`config.mk`:
```
export PLATFORM = sky130hd
export DESIGN_NAME = useq_top
export DESIGN_NICKNAME = d
export VERILOG_FILES = /design/src/source/useq_pkg.sv /design/src/source/useq_stage_if.sv /design/src/source/useq_top.sv /design/src/source/useq_fifo.sv /design/src/source/useq_irq.sv /design/src/source/useq_execute.sv /design/src/source/useq_decode.sv /design/src/source/useq_fetch.sv
export SDC_FILE = /design/constraint.sdc
export NUM_CORES = 1
export LEC_CHECK = 0
export BUFFER_PORTS_ARGS = -buffer_cell sky130_fd_sc_hd__buf_2
export CORE_MARGIN = 5
export CORE_UTILIZATION = 65
export CTS_BUF_LIST = sky130_fd_sc_hd__clkbuf_4
export DETAILED_ROUTE_END_ITERATION = 6
export PLACE_DENSITY = 0.83
export SLEW_MARGIN = 20
export SYNTH_ARGS = -nofsm -noshare
export SYNTH_HDL_FRONTEND = slang
export SYNTH_SLANG_ARGS = --single-unit
```
`constraint.sdc`:
```
create_clock -name clk -period 5.46 [get_ports clk]
set_clock_uncertainty 0.1 [all_clocks]
set_input_delay 0 -clock clk [delete_from_list [all_inputs] [get_ports clk]]
set_output_delay 0 -clock clk [all_outputs]
set_load 0.1 [all_outputs]
```
`src/source/useq_pkg.sv`:
```
package useq_pkg;

	localparam int data_w     = 8;            // data and address width
	localparam int reg_cnt    = 16;           // R0 to R15
	localparam int fifo_depth = 4;            // byte fifo entries
	localparam int fifo_ptr_w = $clog2(fifo_depth);
	localparam int fifo_cnt_w = $clog2(fifo_depth + 1);

	localparam logic [data_w-1:0] isr_vect = 8'hf0; // fixed interrupt entry

	// high nibble of the opcode
	localparam logic [3:0] opc_ldl = 4'h1;
	localparam logic [3:0] opc_ldh = 4'h2;
	localparam logic [3:0] opc_st  = 4'h3;
	localparam logic [3:0] opc_ld  = 4'h4;
	localparam logic [3:0] opc_add = 4'h5;
	localparam logic [3:0] opc_sub = 4'h6;
	localparam logic [3:0] opc_and = 4'h7;
	localparam logic [3:0] opc_jmp = 4'h8;
	localparam logic [3:0] opc_jnz = 4'h9;
	localparam logic [3:0] opc_sys = 4'ha;     // low nibble picks the op

	// low nibble inside the sys group
	localparam logic [3:0] sys_out  = 4'h0;
	localparam logic [3:0] sys_in   = 4'h1;
	localparam logic [3:0] sys_push = 4'h2;
	localparam logic [3:0] sys_pop  = 4'h3;
	localparam logic [3:0] sys_ei   = 4'h4;
	localparam logic [3:0] sys_rti  = 4'h5;
	localparam logic [3:0] sys_lda  = 4'hc;

	localparam logic [$clog2(reg_cnt)-1:0] lda_ptr = 4'he; // LDA leaves A+1 in R14

	typedef logic [data_w-1:0]     byte_t;
	typedef logic [fifo_ptr_w-1:0] fifo_ptr_t;
	typedef logic [fifo_cnt_w-1:0] fifo_cnt_t;

	typedef enum logic [4:0] {
		op_nop, op_ldl, op_ldh, op_st, op_ld, op_add, op_sub, op_and,
		op_jmp, op_jnz, op_out, op_in, op_push, op_pop, op_ei, op_rti, op_lda
	} op_t;

	typedef struct packed {
		op_t                           op;
		logic [$clog2(reg_cnt)-1:0]    reg_idx;   // register operand
		logic [3:0]                    imm;       // immediate nibble
		logic                          wr_a;      // result goes to A
		logic                          wr_reg;    // result goes to R[reg_idx]
		logic                          is_jump;   // may redirect fetch
		logic                          needs_mem; // borrows the memory port
	} ctrl_t;

endpackage
```
`src/source/useq_stage_if.sv`:
```
`timescale 1ns/10ps

// one instruction slot between two pipeline stages
interface useq_stage_if;

	logic              valid; // slot holds a live instruction
	useq_pkg::byte_t   pc;    // address it was fetched from
	useq_pkg::byte_t   instr; // raw opcode byte
	useq_pkg::ctrl_t   ctrl;  // decoded control, unused after fetch

	modport send (
		output valid,
		output pc,
		output instr,
		output ctrl
	);

	modport recv (
		input valid,
		input pc,
		input instr,
		input ctrl
	);

endinterface

```
`src/source/useq_top.sv`:
```
`timescale 1ns/10ps

module useq_top (
	input  logic              clk,
	input  logic              rst_n,
	input  useq_pkg::byte_t   mem_data,   // program memory, combinational
	input  useq_pkg::byte_t   i_port,
	output useq_pkg::byte_t   mem_addr,
	output useq_pkg::byte_t   o_port,
	output logic              out_strobe
);

	useq_pkg::byte_t fetch_addr;
	useq_pkg::byte_t lda_addr;
	useq_pkg::byte_t redirect_pc;
	useq_pkg::byte_t push_data;
	useq_pkg::byte_t pop_data;
	useq_pkg::byte_t ret_pc;
	useq_pkg::byte_t ei_mask;
	logic            stall;
	logic            redirect;
	logic            flush;
	logic            push;
	logic            pop;
	logic            full;
	logic            empty;
	logic            irq_pending;
	logic            take_irq;
	logic            ei;
	logic            rti;

	useq_stage_if f2d ();  // fetch to decode
	useq_stage_if d2e ();  // decode to execute

	assign mem_addr = stall ? lda_addr : fetch_addr; // LDA borrows the port

	useq_fetch i_fetch (
		.clk         (clk),
		.rst_n       (rst_n),
		.mem_data    (mem_data),
		.stall       (stall),
		.redirect    (redirect),
		.redirect_pc (redirect_pc),
		.flush       (flush),
		.fetch_addr  (fetch_addr),
		.to_dec      (f2d.send)
	);

	useq_decode i_decode (
		.clk        (clk),
		.rst_n      (rst_n),
		.stall      (stall),
		.flush      (flush),
		.from_fetch (f2d.recv),
		.to_exec    (d2e.send)
	);

	useq_execute i_execute (
		.clk         (clk),
		.rst_n       (rst_n),
		.from_dec    (d2e.recv),
		.mem_data    (mem_data),
		.lda_addr    (lda_addr),
		.stall       (stall),
		.redirect    (redirect),
		.redirect_pc (redirect_pc),
		.flush       (flush),
		.push        (push),
		.pop         (pop),
		.push_data   (push_data),
		.pop_data    (pop_data),
		.full        (full),
		.empty       (empty),
		.irq_pending (irq_pending),
		.ret_pc      (ret_pc),
		.take_irq    (take_irq),
		.ei          (ei),
		.ei_mask     (ei_mask),
		.rti         (rti),
		.i_port      (i_port),
		.o_port      (o_port),
		.out_strobe  (out_strobe)
	);

	useq_irq i_irq (
		.clk         (clk),
		.rst_n       (rst_n),
		.i_port      (i_port),
		.ei          (ei),
		.ei_mask     (ei_mask),
		.rti         (rti),
		.take_irq    (take_irq),
		.cur_pc      (d2e.pc),     // pc of the instr being replaced
		.irq_pending (irq_pending),
		.ret_pc      (ret_pc)
	);

	useq_fifo i_fifo (
		.clk       (clk),
		.rst_n     (rst_n),
		.push      (push),
		.pop       (pop),
		.push_data (push_data),
		.pop_data  (pop_data),
		.full      (full),
		.empty     (empty)
	);

endmodule

```
`src/source/useq_fifo.sv`:
```
`timescale 1ns/10ps

module useq_fifo (
	input  logic              clk,
	input  logic              rst_n,
	input  logic              push,
	input  logic              pop,
	input  useq_pkg::byte_t   push_data,
	output useq_pkg::byte_t   pop_data,
	output logic              full,
	output logic              empty
);

	useq_pkg::byte_t     mem [useq_pkg::fifo_depth]; // circular storage
	useq_pkg::fifo_ptr_t rptr;
	useq_pkg::fifo_ptr_t wptr;
	useq_pkg::fifo_cnt_t count;
	logic                do_push;                     // accepted push
	logic                do_pop;                      // accepted pop

	localparam useq_pkg::fifo_ptr_t last = useq_pkg::fifo_ptr_t'(useq_pkg::fifo_depth - 1);

	assign full     = (count == useq_pkg::fifo_cnt_t'(useq_pkg::fifo_depth));
	assign empty    = (count == '0);
	assign do_push  = push && !full;   // dropped when full
	assign do_pop   = pop && !empty;   // dropped when empty
	assign pop_data = mem[rptr];       // head shown without a read cycle

	always_ff @(posedge clk) begin
		if (!rst_n) begin
			rptr  <= '0;
			wptr  <= '0;
			count <= '0;
		end else begin
			if (do_push)
				wptr <= (wptr == last) ? '0 : wptr + 1'b1;
			if (do_pop)
				rptr <= (rptr == last) ? '0 : rptr + 1'b1;
			case ({do_push, do_pop})
				2'b10:   count <= count + 1'b1;
				2'b01:   count <= count - 1'b1;
				default: count <= count;   // both or neither
			endcase
		end
	end

	always_ff @(posedge clk) begin
		if (do_push)
			mem[wptr] <= push_data;
	end

endmodule

```
`src/source/useq_irq.sv`:
```
`timescale 1ns/10ps

module useq_irq (
	input  logic              clk,
	input  logic              rst_n,
	input  useq_pkg::byte_t   i_port,
	input  logic              ei,          // load mask and enable
	input  useq_pkg::byte_t   ei_mask,
	input  logic              rti,         // re-enable on return
	input  logic              take_irq,    // execute entered the isr
	input  useq_pkg::byte_t   cur_pc,      // pc of replaced instr
	output logic              irq_pending,
	output useq_pkg::byte_t   ret_pc
);

	useq_pkg::byte_t prev_port; // i_port one cycle ago
	useq_pkg::byte_t mask;
	logic            enable;
	logic            rise;      // masked rising edge this cycle

	assign rise = |(i_port & ~prev_port & mask);

	always_ff @(posedge clk) begin
		if (!rst_n) begin
			prev_port   <= '0;
			mask        <= '0;
			enable      <= 1'b0;   // disabled until EI
			irq_pending <= 1'b0;
			ret_pc      <= '0;
		end else begin
			prev_port <= i_port;
			if (ei)
				mask <= ei_mask;
			if (take_irq) begin
				enable <= 1'b0;       // no nesting
				ret_pc <= cur_pc;
			end else if (ei || rti) begin
				enable <= 1'b1;
			end
			if (take_irq)
				irq_pending <= 1'b0;
			else if (rise && enable)
				irq_pending <= 1'b1;  // edges while disabled are lost
		end
	end

endmodule

```
`src/source/useq_execute.sv`:
```
`timescale 1ns/10ps

module useq_execute (
	input  logic              clk,
	input  logic              rst_n,
	useq_stage_if.recv        from_dec,
	input  useq_pkg::byte_t   mem_data,    // LDA table byte
	output useq_pkg::byte_t   lda_addr,
	output logic              stall,
	output logic              redirect,
	output useq_pkg::byte_t   redirect_pc,
	output logic              flush,
	output logic              push,
	output logic              pop,
	output useq_pkg::byte_t   push_data,
	input  useq_pkg::byte_t   pop_data,
	input  logic              full,
	input  logic              empty,
	input  logic              irq_pending,
	input  useq_pkg::byte_t   ret_pc,
	output logic              take_irq,
	output logic              ei,
	output useq_pkg::byte_t   ei_mask,
	output logic              rti,
	input  useq_pkg::byte_t   i_port,
	output useq_pkg::byte_t   o_port,
	output logic              out_strobe
);

	useq_pkg::byte_t  a_reg;                       // accumulator
	useq_pkg::byte_t  regs [useq_pkg::reg_cnt];    // R0..R15
	logic             lda_phase;                   // second LDA cycle
	useq_pkg::ctrl_t  ctl;
	useq_pkg::byte_t  reg_val;                     // R[n] operand
	useq_pkg::byte_t  a_next;
	logic             live;                        // instr really executes
	logic             jump_taken;

	assign ctl     = from_dec.ctrl;
	assign reg_val = regs[ctl.reg_idx];

	// irq replaces any valid non-jump instr outside the second LDA cycle
	assign take_irq = from_dec.valid && irq_pending && !ctl.is_jump && !lda_phase;
	assign live     = from_dec.valid && !take_irq && !lda_phase;

	assign jump_taken = live && ctl.is_jump &&
		((ctl.op != useq_pkg::op_jnz) || (a_reg != '0)); // jnz needs A nonzero

	assign redirect = take_irq || jump_taken;
	assign flush    = redirect;                      // kill fetch and decode slots

	always_comb begin
		if (take_irq)
			redirect_pc = useq_pkg::isr_vect;
		else if (ctl.op == useq_pkg::op_rti)
			redirect_pc = ret_pc;                     // back to replaced instr
		else
			redirect_pc = reg_val;                    // jmp and jnz target
	end

	assign stall    = live && ctl.needs_mem;  // first LDA cycle borrows memory
	assign lda_addr = a_reg;

	assign push       = live && (ctl.op == useq_pkg::op_push) && !full; // dropped when full
	assign pop        = live && (ctl.op == useq_pkg::op_pop);
	assign push_data  = a_reg;
	assign ei         = live && (ctl.op == useq_pkg::op_ei);
	assign ei_mask    = a_reg;
	assign rti        = live && (ctl.op == useq_pkg::op_rti);
	assign out_strobe = live && (ctl.op == useq_pkg::op_out); // one cycle per OUT

	always_comb begin
		case (ctl.op)
			useq_pkg::op_ldl: a_next = {4'h0, ctl.imm};        // zero-extended
			useq_pkg::op_ldh: a_next = {ctl.imm, a_reg[3:0]};
			useq_pkg::op_ld:  a_next = reg_val;
			useq_pkg::op_add: a_next = a_reg + reg_val;       // wraps mod 256
			useq_pkg::op_sub: a_next = a_reg - reg_val;
			useq_pkg::op_and: a_next = a_reg & reg_val;
			useq_pkg::op_in:  a_next = i_port;
			useq_pkg::op_pop: a_next = empty ? '0 : pop_data; // empty reads 0
			useq_pkg::op_lda: a_next = mem_data;              // addressed by A
			default:          a_next = a_reg;
		endcase
	end

	always_ff @(posedge clk) begin
		if (!rst_n) begin
			a_reg     <= '0;
			o_port    <= '0;
			lda_phase <= 1'b0;
			for (int i = 0; i < useq_pkg::reg_cnt; i++) begin
				regs[i] <= '0;
			end
		end else begin
			lda_phase <= stall;                        // hold one more cycle then retire
			if (live && ctl.wr_a)
				a_reg <= a_next;
			if (live && ctl.wr_reg)
				regs[ctl.reg_idx] <= ctl.needs_mem ? a_reg + 1'b1 : a_reg; // lda ptr or ST
			if (out_strobe)
				o_port <= a_reg;                         // held until next OUT
		end
	end

endmodule

```
`src/source/useq_decode.sv`:
```
`timescale 1ns/10ps

module useq_decode (
	input  logic         clk,
	input  logic         rst_n,
	input  logic         stall,      // hold slot during LDA
	input  logic         flush,      // kill slot on redirect
	useq_stage_if.recv   from_fetch,
	useq_stage_if.send   to_exec
);

	useq_pkg::ctrl_t ctl; // decoded form of from_fetch.instr

	always_comb begin
		ctl           = '0;
		ctl.op        = useq_pkg::op_nop;           // unknown codes stay nop
		ctl.reg_idx   = from_fetch.instr[3:0];
		ctl.imm       = from_fetch.instr[3:0];
		case (from_fetch.instr[7:4])
			useq_pkg::opc_ldl: begin ctl.op = useq_pkg::op_ldl; ctl.wr_a = 1'b1; end
			useq_pkg::opc_ldh: begin ctl.op = useq_pkg::op_ldh; ctl.wr_a = 1'b1; end
			useq_pkg::opc_st:  begin ctl.op = useq_pkg::op_st;  ctl.wr_reg = 1'b1; end
			useq_pkg::opc_ld:  begin ctl.op = useq_pkg::op_ld;  ctl.wr_a = 1'b1; end
			useq_pkg::opc_add: begin ctl.op = useq_pkg::op_add; ctl.wr_a = 1'b1; end
			useq_pkg::opc_sub: begin ctl.op = useq_pkg::op_sub; ctl.wr_a = 1'b1; end
			useq_pkg::opc_and: begin ctl.op = useq_pkg::op_and; ctl.wr_a = 1'b1; end
			useq_pkg::opc_jmp: begin ctl.op = useq_pkg::op_jmp; ctl.is_jump = 1'b1; end
			useq_pkg::opc_jnz: begin ctl.op = useq_pkg::op_jnz; ctl.is_jump = 1'b1; end
			useq_pkg::opc_sys: begin
				case (from_fetch.instr[3:0])
					useq_pkg::sys_out:  ctl.op = useq_pkg::op_out;
					useq_pkg::sys_in:   begin ctl.op = useq_pkg::op_in;  ctl.wr_a = 1'b1; end
					useq_pkg::sys_push: ctl.op = useq_pkg::op_push;
					useq_pkg::sys_pop:  begin ctl.op = useq_pkg::op_pop; ctl.wr_a = 1'b1; end
					useq_pkg::sys_ei:   ctl.op = useq_pkg::op_ei;
					useq_pkg::sys_rti:  begin ctl.op = useq_pkg::op_rti; ctl.is_jump = 1'b1; end
					useq_pkg::sys_lda: begin
						ctl.op        = useq_pkg::op_lda;
						ctl.wr_a      = 1'b1;              // table byte
						ctl.wr_reg    = 1'b1;              // pointer plus one
						ctl.reg_idx   = useq_pkg::lda_ptr;
						ctl.needs_mem = 1'b1;
					end
					default: ctl.op = useq_pkg::op_nop;
				endcase
			end
			default: ctl.op = useq_pkg::op_nop;
		endcase
	end

	always_ff @(posedge clk) begin
		if (!rst_n) begin
			to_exec.valid <= 1'b0;
		end else if (flush) begin
			to_exec.valid <= 1'b0;          // wrong-path slot
		end else if (!stall) begin
			to_exec.valid <= from_fetch.valid;
		end
	end

	// payload follows the valid flag
	always_ff @(posedge clk) begin
		if (!stall) begin
			to_exec.ctrl  <= ctl;
			to_exec.pc    <= from_fetch.pc;  // return address for irq entry
			to_exec.instr <= from_fetch.instr;
		end
	end

endmodule

```
`src/source/useq_fetch.sv`:
```
`timescale 1ns/10ps

module useq_fetch (
	input  logic              clk,
	input  logic              rst_n,
	input  useq_pkg::byte_t   mem_data,    // opcode at fetch_addr
	input  logic              stall,       // LDA owns the memory port
	input  logic              redirect,    // jump, rti or irq entry
	input  useq_pkg::byte_t   redirect_pc, // new fetch address
	input  logic              flush,       // drop captured instruction
	output useq_pkg::byte_t   fetch_addr,
	useq_stage_if.send        to_dec
);

	useq_pkg::byte_t pc; // next address to fetch

	assign fetch_addr = pc;
	assign to_dec.ctrl = '0; // decode fills this in

	// pc and valid flag
	always_ff @(posedge clk) begin
		if (!rst_n) begin
			pc           <= '0;  // start at address 0
			to_dec.valid <= 1'b0;
		end else begin
			if (redirect) begin
				pc <= redirect_pc;  // target fetched from next cycle
			end else if (!stall) begin
				pc <= pc + 1'b1;
			end
			if (redirect || flush) begin
				to_dec.valid <= 1'b0; // younger instr is on the wrong path
			end else if (!stall) begin
				to_dec.valid <= 1'b1;
			end
		end
	end

	// captured opcode and its address
	always_ff @(posedge clk) begin
		if (!stall) begin
			to_dec.instr <= mem_data;
			to_dec.pc    <= pc;
		end
	end

endmodule

```
Word level (Yosys, flattened, before mapping)
Memory sizes are Yosys's and may differ from the RTL's. A register that Yosys moved wholly into a read port is not among the register bits. Index checks and enable logic that the tools add are counted.

Bits in registers: 101. Bits in writable memories: 160. Input port bits: 18. Output and inout port bits: 17. Logic and storage cells: 152. Memories: 2.

Memories: i_execute.regs (depth 16, width 8, rd ports 1, clocked after memory_dff 1, wr ports 16, RTL line useq_execute.sv:31) `useq_pkg::byte_t regs [useq_pkg::reg_cnt];`; i_fifo.mem (depth 4, width 8, rd ports 1, clocked after memory_dff 1, wr ports 1, RTL line useq_fifo.sv:14) `useq_pkg::byte_t mem [useq_pkg::fifo_depth];`.

Add/subtract/negate cells: 8. Eq/ne operators: 36. Multiplexer cells: 33. Bitwise operators: 6. Reduce and logical (&&, ||, !) cells: 42.

Operators by type and width (number): case mux 8 bit (9 select lines) (1); two-way mux 8 bit (8); case mux 5 bit (10 select lines) (1); case mux 5 bit (7 select lines) (1); equality test 5 x 4 -> 1 bit, second input constant (6); bitwise AND 8 bit (3); equality test 4 x 3 -> 1 bit, second input constant (6); equality test 5 x 3 -> 1 bit, second input constant (4); logical AND 1 bit (19); adder 8 x 1 -> 8 bit, second input constant (2); equality test 4 x 2 -> 1 bit, second input constant (4); equality test 4 bit, second input constant (4); two-way mux 4 bit (4); nonzero test 8 bit (2); OR reduction 8 bit (2); two-way mux 1 bit (10); nonzero test 9 bit (1); adder 8 bit (1); equality test 4 x 1 -> 1 bit, second input constant (2); two-way mux 2 bit (4); NOT 8 bit (1); subtractor 8 bit (1); equality test 2 bit, second input constant (3); case mux 1 bit (2 select lines) (3); other kinds (22) (32).

Longest topological paths before layout
Gate-level depths: netlist of run 1.

Word-level depth: 12. Depth in mapped cells: 19. Gate-level depth less buffers: 16.

By module
From an unflattened synthesis of run 1, not the netlist that was laid out.

Cell total of the unflattened synthesis: 1022. Area total of the unflattened synthesis: 12587.1 sq um.

Modules (own cells, without submodules): useq_execute (times used 1, cells each 663, area an instance 7566.0 sq um, sequential area each 4184.0 sq um); useq_fifo (times used 1, cells each 98, area an instance 1644.1 sq um, sequential area each 1141.1 sq um); useq_decode (times used 1, cells each 70, area an instance 1157.4 sq um, sequential area each 890.9 sq um); useq_fetch (times used 1, cells each 94, area an instance 1128.6 sq um, sequential area each 660.6 sq um); useq_irq (times used 1, cells each 88, area an instance 959.7 sq um, sequential area each 520.5 sq um); useq_top (times used 1, cells each 9, area an instance 131.4 sq um, sequential area each 0.0 sq um).

Worst setup path before layout of run 1
Ideal clock, no wire load.

Path type: reg-to-output. From: register i_decode.to_exec.valid. To: output mem_addr[0]. Arrival time: 4510 ps. Required time: 5360 ps. Path slack: 850 ps. Cell stages (with the launch flop): 9. Buffers on the path: 3. Path through: dfxtp_1 -> nor2b_1 -> nor2b_1 -> and2_1 -> clkbuf_1 -> inv_1 -> buf_1 -> buf_1 -> o21ai_0.

Longest elaborated chain between the ends: 8.

RTL lines: from (decl) (RTL line useq_stage_if.sv:12) `output valid,`; logical AND 1 bit (3 in series) (RTL line useq_execute.sv:43) `assign take_irq = from_dec.valid && irq_pending && !ctl.is_jump && !lda_phase;`; zero test 1 bit (RTL line useq_execute.sv:44) `assign live = from_dec.valid && !take_irq && !lda_phase;`; logical AND 1 bit (*) (2 in series) (RTL line useq_execute.sv:44); logical AND 1 bit (*) (RTL line useq_execute.sv:61) `assign stall = live && ctl.needs_mem;`; two-way mux 8 bit (*) (RTL line useq_top.sv:35) `assign mem_addr = stall ? lda_addr : fetch_addr;`; to (decl) (RTL line useq_top.sv:8) `output useq_pkg::byte_t mem_addr,`.

Mark *: on every way between the ends. The rest lies on a longest branch, timed or not.

==> results of run 1 <==
-- area by class of cell --
class / count / area share
multi-input combinational: 662 / 0.3257
antenna: 1 / 0.0001832
sequential: 267 / 0.5387
tap: 234 / 0.02143
timing repair buffer: 78 / 0.04269
inverter: 21 / 0.005771
clock inverter: 13 / 0.008336
clock buffer: 104 / 0.05716
-- through the flow --
| step | instance area, µm² | hold slack [ps] | total power [µW] | util |
|---|---|---|---|---|
| 6_report | 13660 | 30.16 | 4376 | 0.7352 |
| 2_1_floorplan | 12160 | -1.131 | 2539 | - |
| 3_3_place_gp | 12430 | 131.3 | 2616 | 0.6691 |
| 4_1_cts | 13660 | 7.254 | 4384 | 0.7350 |
| 5_1_grt | 13660 | 11.98 | 4547 | 0.7352 |
| 3_5_place_dp | 12430 | 143.8 | 2626 | 0.6691 |
-- layout by cell type, fill, tap and decap left out, types with 9 or more instances in the layout --
master,synthesis,layout
mux4_2,37,37
nand2_1,128,128
inv_1,19,18
a22oi_1,16,16
dlygate4sd3_1,0,33
xor2_1,12,10
ha_1,18,18
nand3_1,18,18
mux2_2,9,9
clkbuf_4,0,104
o21ai_0,19,19
mux2i_1,16,16
a21oi_1,46,46
edfxtp_1,201,201
buf_4,3,11
nor2_1,181,181
buf_2,5,34
nor2b_1,14,14
dfxtp_1,66,65
and2_1,17,17
-- logic make-up after synthesis --
kind of cell / after synthesis / share of synthesized area
multiplexers: 65 / 0.09649
AND/OR/NAND/NOR: 411 / 0.1487
AO/OA/AOI/OAI: 145 / 0.08178
adder cells (fa/ha/maj): 20 / 0.02181
buffers and inverters: 80 / 0.03055
XOR/XNOR: 21 / 0.01574
flip-flops: 267 / 0.6049
-- registers in the layout, indices dropped and copies added (netlist names), 3 cells and up, named ones only --
| name | flops |
|---|---|
| i_decode.to_exec.ctrl | 17 |
| i_decode.to_exec.pc | 8 |
| i_execute.ei_mask | 8 |
| i_execute.o_port | 8 |
| i_execute.regs | 128 |
| i_fetch.fetch_addr | 8 |
| i_fetch.to_dec.instr | 8 |
| i_fetch.to_dec.pc | 8 |
| i_fifo.count | 3 |
| i_fifo.mem | 32 |
| i_irq.mask | 8 |
| i_irq.prev_port | 8 |
| i_irq.ret_pc | 8 |
-- what timing repair did --
| item | in CTS | in global routing |
|---|---|---|
| setup buffers | 0 | 0 |
| hold buffers | 33 | 0 |
| endpoints found under the hold margin | 36 | 0 |
-- worst reg2reg max path: cells and delay by family, from the launching register on --
kind / cells / cell delay (ps)
buffers and inverters: 2 / 500
and+or+nand+nor: 3 / 520
muxes: 2 / 650
adders and majority gates: 2 / 660
AOI/OAI and AO/OA: 6 / 1050
DFF: 1 / 650
-- worst max-delay path by stage --
stage / cells past startpoint / endpoint / startpoint / slack (ps)
global placement: 14 / i_execute.ei_mask[6] / flip-flop / 1290
global route: 13 / i_execute.ei_mask[6] / flip-flop / 800
floorplan: 8 / mem_addr[0] / i_decode.to_exec.valid / 850
detailed placement: 14 / i_execute.ei_mask[6] / flip-flop / 1240
CTS: 14 / i_execute.ei_mask[6] / flip-flop / 1170
finish: 15 / i_execute.ei_mask[6] / flip-flop / 1140
-- report_power, final --
group | switching, µW | internal [µW] | leakage, µW
registers | 52.3 | 2230 | 0.00262
logic | 194 | 135 | 0.00181
clock network | 804 | 961 | 0.000525
total | 1050 | 3330 | 0.00495
-- layer usage --
layer  track usage  wire length (µm)  vias up
met5             0                 0        -
met4        0.1134               970        0
met3       0.07866              3243      106
met2        0.4741             15110      605
met1        0.3760             11470     4204
li1              -                 -     3889
==> results.md, run 1 <==
* Sink Count at 267
* Setup tns final at 0 ps
* DR vias/cell at 6.380
* Syn_area_per_cell at 12.05 µm²
* CTS root buf: clkbuf_4
* Die Width at 146.8 µm
* Final ANT Viol Nets at 0
* Row Count at 50
* Clk slew on worst S/H paths at 70 ps
* WP data required at 5870 ps
* Ports at 35
* CP Max Fanout at 21
* Layout Cells excl Fill at 1380
* DR iter-0 viols at between 1k and 1.5k
* PD cells at 320.4 nW/µm²
* EDFF count, synth at 201
* Maximum VDD drop at approximately 250 µV
* GPL Wtd Cong at 0.9585
* Worst-Skew Late Latency at 690 ps
* Drt pass-1 iters at 5
* Cell leakage power at 0.004948 µW
* GRT overflow at 0
* Area occupied by multi-input gates at roughly 4400 µm²
* R2R setup slack at 1140 ps
* Final setup fails at 0
* Cell with the most instances after synthesis: edfxtp_1
* CP peak stage delay at 650 ps
* Post-layout nets at about 1.1k
* Vias at between 8k and 9k
* Setup WS post-layout at between 1000 and 1500 ps
* F_max at 0.2312 GHz
* All-layer global routing usage at 0.2909
* Top post-synthesis cells by area: edfxtp_1, dfxtp_1, mux4_2
* DRC at 0
* DP Worst Slack at about 1200 ps
* Hold Path Sink: i_fetch.to_dec.instr[6]
* Area leader, netlist: edfxtp_1
* Fin. Hold Viols at 0
* Status: finished clean
* #FFs+latches synth at between 200 and 300
* RSZ-0062 raised after global routing: no
* Slew Limit Fails at 0
* HP Class: in -> reg
* Asr flop ratio synth at 0
* Layout cell share with drive strength beyond 1 at 0.1939
* Die area at 21550 µm²
* Post_cts resized at 0
* Setup crit end kind: flip-flop
* Worst Max-Slew Pin Slew at 1019 ps
* Yosys top cell area share at 0.4962
* Reg2Reg Depth at 15
* TritonCTS Buffers at between 60 and 70
* Buf+Inv Stages, Crit Path at 2
* Post-synthesis net count at approximately 1.0k
* Port Buf Inserts at 34
* Initial Util at 0.6546
* Max_cap viols at 0
* Hold path startpoint: mem_data[6]
* Critical-path top delay cell: dfxtp_1
* Largest net degree at the start of global routing at 36
* Register area at ~7400 µm²
* Hold path cells at 2
* Maximum buffer depth of the clock tree at 3
* Final Critical Period at 4324 ps
* Commonest cells in the netlist: edfxtp_1, nor2_1, nand2_1, dfxtp_1, a21oi_1
* Cell count after synthesis at 1009
* CP delay by family, top: compound AO/OA/AOI/OAI gates
* TritonCTS clock tree: done
* Post-Route WL at a little over 30 mm
* CP Launch Type: flip-flop
* Count of cell types in the netlist at between 70 and 80
* Area delta synth->final at 12.30%
* Crit-path cells: buf_4 > mux4_2 > a22oi_1 > nand2_2 > inv_1 > ha_1 > mux2_2 > fa_1 > nor2b_1 > o21ai_0 > a21oi_1 > o21ai_0 > and4_1 > o31ai_1 > a21oi_1
* Die H at 146.8 µm
* Final Cycle Share at 0.7920
* Synth warnings at 0
* Synthesized cell area at 12160 µm²
* Placed cells at 1229
* Core Area at 18580 µm²
* Initial antenna violation count at 1
* H-tree levels at 3
* First-pass GRT wire length at 48.51 mm
* Seq/Total Area, Yosys at 0.6049
* Filler cell count at 1161
* Number of global-route vias before repair at 8750
* Most used DFF post-synth: edfxtp_1
* Hpwl dp at 19.89 mm
* Slew margin rel. at 0.3200
* Reg-to-reg endpoint: i_execute.ei_mask[6]
* Critical path arrival at 4730 ps
* Critical path class: reg -> reg
* DR WL/cell at roughly 22 µm
Note: power is estimated with default switching activity, not from simulation.
==> run 2: changes to the inputs <==
==> constraint.sdc (replaced) <==
create_clock -name clk -period 4 [get_ports clk]
set_clock_uncertainty 0.1 [all_clocks]
set_input_delay 0 -clock clk [delete_from_list [all_inputs] [get_ports clk]]
set_output_delay 0 -clock clk [all_outputs]
set_load 0.1 [all_outputs]
==> results.md, run 2 (synthesis gave the netlist of run 1 again) <==
* GPL Wtd Cong at 0.9860
* Maximum VDD drop at 298.9 µV
* F_max at between 0.2 and 0.3 GHz
* TritonCTS Buffers at 68
* PD cells at 435.4 nW/µm²
* Setup repair bufs after CTS at 0
* Setup WS post-layout at 235.2 ps
* Area delta synth->final at 13.88%
* Final Cycle Share at 0.9412
* Largest net degree at the start of global routing at 37
* Reg with most FFs: i_execute.regs
* Initial antenna violation count at 2
* Post-layout nets at 1157
* Core Area at 18580 µm²
* Critical-path top delay cell: mux4_2
* Status: finished clean
* HP Class: in -> reg
* Total power at 6030 µW
* CP Max Fanout at 12
* Most frequent cells in the layout: edfxtp_1, nor2_1, nand2_1
* Filler cell count at 1149
* Row Count at 50
* GRT overflow at 0
* DP Worst Slack at 158.0 ps
* Cell leakage power at 0.005052 µW
* Final ANT Viol Nets at 0
* Clk slew on worst S/H paths at around 60 ps
* Layout cell share with drive strength beyond 1 at 0.1993
* Setup crit end kind: flip-flop
* CP Launch Type: flip-flop
* Crit-path cells: mux4_2 > a22oi_1 > nand2_2 > inv_1 > ha_1 > mux2_2 > fa_1 > nor2b_1 > o21ai_0 > a21oi_1 > o21ai_0 > and4_1 > o31ai_1 > a21oi_1
* CTS root buf: clkbuf_4
* Number of global-route vias before repair at approximately 8.8k
* H-tree levels at 3
* All-layer global routing usage at 0.2832
* Post-Route WL at a little under 30 mm
* DR vias/cell at 6.292
* Die H at 146.8 µm
* WP data required at 4440 ps
* Initial Util at 0.6546
* Die area at 21550 µm²
* DR iter-0 viols at 1013
* Critical path arrival at approximately 4200 ps
* Slew Limit Fails at 0
* Die Width at 146.8 µm
* Ports at 35
* Final Critical Period at 3765 ps
* DRC at 0
* Maximum buffer depth of the clock tree at 3
* Hpwl dp at 19.49 mm
* Port Buf Inserts at 34
* Slew margin rel. at 0.3256
* DR WL/cell at 21.32 µm
* Max_cap viols at 0
* Utilization after layout at 0.7455
* TritonCTS clock tree: done
* Final setup fails at 0
* Drt pass-1 iters at 6
* Largest register FFs at about 130
* Hold Slack at between 200 and 300 ps
* CP peak stage delay at 550 ps
* Commonest non-fill, non-tap cell in the layout: edfxtp_1
* Sink Count at 267
* First-pass GRT wire length at 47.60 mm
* Fin. Hold Viols at 0
* Critical path class: reg -> reg
* RSZ-0062 raised after global routing: no
* Vias at just under 9k
* Top flop regs: i_execute.regs (128), i_fifo.mem (32), i_decode.to_exec.ctrl (17)
* Worst Max-Slew Pin Slew at 1011 ps
* Worst-Skew Late Latency at 680 ps
[run 2: cell count changes in the layout (fill, tap and decap cells not counted), moves of 2 or more]
cell,change
buf_12,+2
buf_4,+17
bufinv_16,+2
clkbuf_4,-9
clkinv_1,+6
dlygate4sd3_1,+2
[run 2: worst paths after layout]
check | start | endpoint | slack, ps | depth (start not counted)
setup / recovery | flip-flop | i_execute.ei_mask[6] | 240 | 14
hold / removal | i_port[6] | i_execute.ei_mask[6] | 290 | 6
setup reg to reg | flip-flop | i_execute.ei_mask[6] | 240 | 14
hold reg to reg | i_fetch.to_dec.pc[6] | i_decode.to_exec.pc[6] | 310 | 0
[run 2: area by class of cell]
| class | instances | area (µm²) | share of cell area |
|---|---|---|---|
| diodes | 1 | 2.502 | 0.0001807 |
| clock buffers | 95 | 713.2 | 0.05149 |
| clock inverters | 20 | 190.2 | 0.01373 |
| inverters | 21 | 78.83 | 0.005691 |
| multi-input cells | 662 | 4442 | 0.3207 |
| flip-flops and latches | 267 | 7361 | 0.5314 |
| well taps | 234 | 292.8 | 0.02114 |
| repair buffers | 99 | 770.7 | 0.05565 |
[run 2: timing repair]
action | CTS | global route
hold buffers | 35 | 0
hold endpoints to repair | 34 | 0
endpoints found under the setup margin | 0 | 4
gates resized for setup | 0 | 1
[run 2: critical path: cells and delay by family (launching register included)]
| family | cells | cell delay [ps] |
|---|---|---|
| simple gates | 3 | 420 |
| compound gates | 6 | 1040 |
| flops | 1 | 500 |
| mux | 2 | 840 |
| fa+ha+maj | 2 | 660 |
| buf+inv | 1 | 60 |
[run 2: power by group]
group          switching, µW  internal (µW)
Clock                   1090           1350
Sequential              56.6           3040
Combinational            279            202
[run 2: layer usage]
layer | wire [µm] | track usage
met1 | 11150 | 0.3673
met4 | 1226 | 0.1294
met2 | 14380 | 0.4593
met3 | 3055 | 0.06539
met5 | 7 | 0
[run 2: stage by stage]
step | cell area (µm²) | std cells | TNS (ps)
global route | 13850 | 1399 | 0
finish | 13850 | 1399 | 0
global placement | 12590 | 1248 | 0
CTS | 13850 | 1398 | 0
floorplan | 12170 | 1009 | -734.1
detailed placement | 12590 | 1248 | 0
==> run 3: changes to the inputs <==
--- a/config.mk
+++ b/config.mk
@@ -6,7 +6,6 @@
 export NUM_CORES = 1
 export LEC_CHECK = 0
 export BUFFER_PORTS_ARGS = -buffer_cell sky130_fd_sc_hd__buf_2
-export CORE_MARGIN = 5
 export CORE_UTILIZATION = 65
 export CTS_BUF_LIST = sky130_fd_sc_hd__clkbuf_4
 export DETAILED_ROUTE_END_ITERATION = 6
@@ -14,4 +13,5 @@
 export SLEW_MARGIN = 20
 export SYNTH_ARGS = -nofsm -noshare
 export SYNTH_HDL_FRONTEND = slang
+export SYNTH_HIERARCHICAL = 1
 export SYNTH_SLANG_ARGS = --single-unit
==> results.md, run 3 <==
* Largest net degree at the start of global routing at 67
* Cell leakage power at 0.005141 µW
* Hold path cells at 3
* Drt pass-1 iters at 6
* Vias at roughly 9k
* Worst-Skew Late Latency at 680 ps
* GRT overflow at 0
* Met2 wire len at 14.84 mm
* CP Launch Type: flip-flop
* Fin. Hold Viols at 0
* RSZ-0062 raised after global routing: yes
* Post-layout nets at 1146
* Critical path class: reg -> reg
* Final Critical Period at 3889 ps
* Slew margin rel. at 0.1997
* Layout cell share with drive strength beyond 1 at 0.2344
* Commonest non-fill, non-tap cell in the layout: edfxtp_1
* Number of global-route vias before repair at 8915
* Die H at between 100 and 150 µm
* Syn_area_per_cell at 12.35 µm²
* Clk slew on worst S/H paths at around 70 ps
* GPL Wtd Cong at about 0.94
* Synth warnings at 6
* Reg-to-reg endpoint: i_execute/ei_mask[7]
* First-pass GRT wire length at 47.90 mm
* Placed cells at 1232
* Cell count after synthesis at 996
* Wl on met1 at 11.77 mm
* Setup tns final at 0 ps
* Initial antenna violation count at 1
* Top routing layer in use: met4
* Worst r2r src: i_decode/to_exec.ctrl[8]
* Setup crit end kind: flip-flop
* Max_cap viols at 0
* Port Buf Inserts at 34
* Utilization after layout at 0.7649
* PD cells at 420.0 nW/µm²
* Final ANT Viol Nets at 0
* DR iter-0 viols at 1092
* CTS root buf: clkbuf_4
* Reg2Reg Depth at 17
* Row Count at 49
* Ports at 35
* DR WL/cell at 22.18 µm
* Hpwl dp at 18.85 mm
* Most frequent cells in the layout: edfxtp_1, nor2_1, clkbuf_4
* Area delta synth->final at 13.56%
* CP Max Fanout at 8
* TritonCTS clock tree: done
* Die area at 19490 µm²
* Layout Cells excl Fill at 1383
* Slew Limit Fails at 0
* Reg with most FFs: i_execute/regs
* Initial Util at 0.6735
* Beginning of the critical path: i_decode/to_exec.ctrl[8]
* Core Area at 18270 µm²
* Final setup fails at 0
* DRC at 0
* Post-Route WL at 30.68 mm
* All-layer global routing usage at 0.3273
* Hold Path Sink: i_irq/prev_port[6]
* Die Width at 139.6 µm
* R2R setup slack at approximately 110 ps
* Maximum buffer depth of the clock tree at 3
* WP data required at 4500 ps
* TritonCTS Buffers at 67
* Top flop regs: i_execute/regs (128), i_fifo/mem (32), i_decode/to_exec.ctrl (13)
* Post-synthesis net count at 1034
* Final Cycle Share at 0.9723
* Critical path arrival at 4390 ps
* WL met3 at 2.838 mm
* Sink Count at 263
* Synthesized cell area at 12310 µm²
* Worst Max-Slew Pin Slew at 1196 ps
* F_max at 0.2571 GHz
* Hold path startpoint: i_port[6]
* Filler cell count at 1068
* DR vias/cell at between 6 and 7
* HP Class: in -> reg
* Maximum VDD drop at ~350 µV
* H-tree levels at 3
* Largest register FFs at approximately 130
* Status: finished clean
==> run 3: area by class of cell <==
class | instances | area, µm² | area share
diodes | 2 | 5.005 | 0.0003581
clock buffers | 102 | 765.7 | 0.05479
clock inverters | 11 | 67.56 | 0.004835
inverters | 24 | 90.09 | 0.006446
multi-input cells | 642 | 4634 | 0.3316
flip-flops and latches | 263 | 7277 | 0.5207
well taps | 229 | 286.5 | 0.02050
repair buffers | 110 | 848.3 | 0.06070
==> run 3: timing repair <==
item | 4_1_cts | 5_1_grt
setup buffers | 2 | 2
pin swaps | 0 | 13
endpoints found under the hold margin | 58 | 0
setup endpoints to repair | 1 | 2
hold buffers | 32 | 0
resized for setup | 2 | 15
==> run 3: report_power, final <==
group | switching [µW] | internal, µW | total, µW | leakage, µW
logic | 307 | 231 | 537 | 0.00203
registers | 51.3 | 3000 | 3050 | 0.00260
clock network | 1060 | 1220 | 2280 | 0.000512
total | 1420 | 4450 | 5870 | 0.00514
==> run 3: routing by layer <==
metal,up-vias,GRT usage
li1,3876,-
met1,4338,0.4230
met2,560,0.5258
met3,118,0.06986
met4,0,0.1724
met5,-,0
==> run 3: worst max path at each step <==
stage / to / slack (ps) / depth (start not counted)
2_1_floorplan: i_execute/ei_mask[7] / 150 / 18
3_3_place_gp: i_execute/ei_mask[7] / 120 / 17
3_5_place_dp: i_execute/ei_mask[7] / 10 / 17
4_1_cts: i_execute/ei_mask[7] / 30 / 17
5_1_grt: i_execute/ei_mask[7] / -70 / 17
6_report: i_execute/ei_mask[7] / 110 / 17
==> run 3: worst max-delay path: stages (launching register included) <==
cell	delay (ps)
edfxtp_1	400
buf_8	160
mux4_2	520
a22oi_2	250
nand2_2	100
inv_2	90
ha_4	190
mux2_4	300
inv_2	80
ha_4	190
nor2b_4	120
o2111ai_2	190
nand4b_1	160
a21o_1	190
a21oi_2	150
xnor2_2	80
or3_1	370
a311oi_2	200
==> run 3: stage by stage <==
step,hold slack (ps),instance area [µm²],setup WS (ps),total power [µW]
2_1_floorplan,-1.131,12310,147.9,3435
4_1_cts,5.842,13880,32.29,5852
3_5_place_dp,109.1,12700,14.69,3580
3_3_place_gp,113.3,12700,121.2,3569
6_report,40.67,13970,110.9,5870
5_1_grt,32.97,13970,-70.52,6066
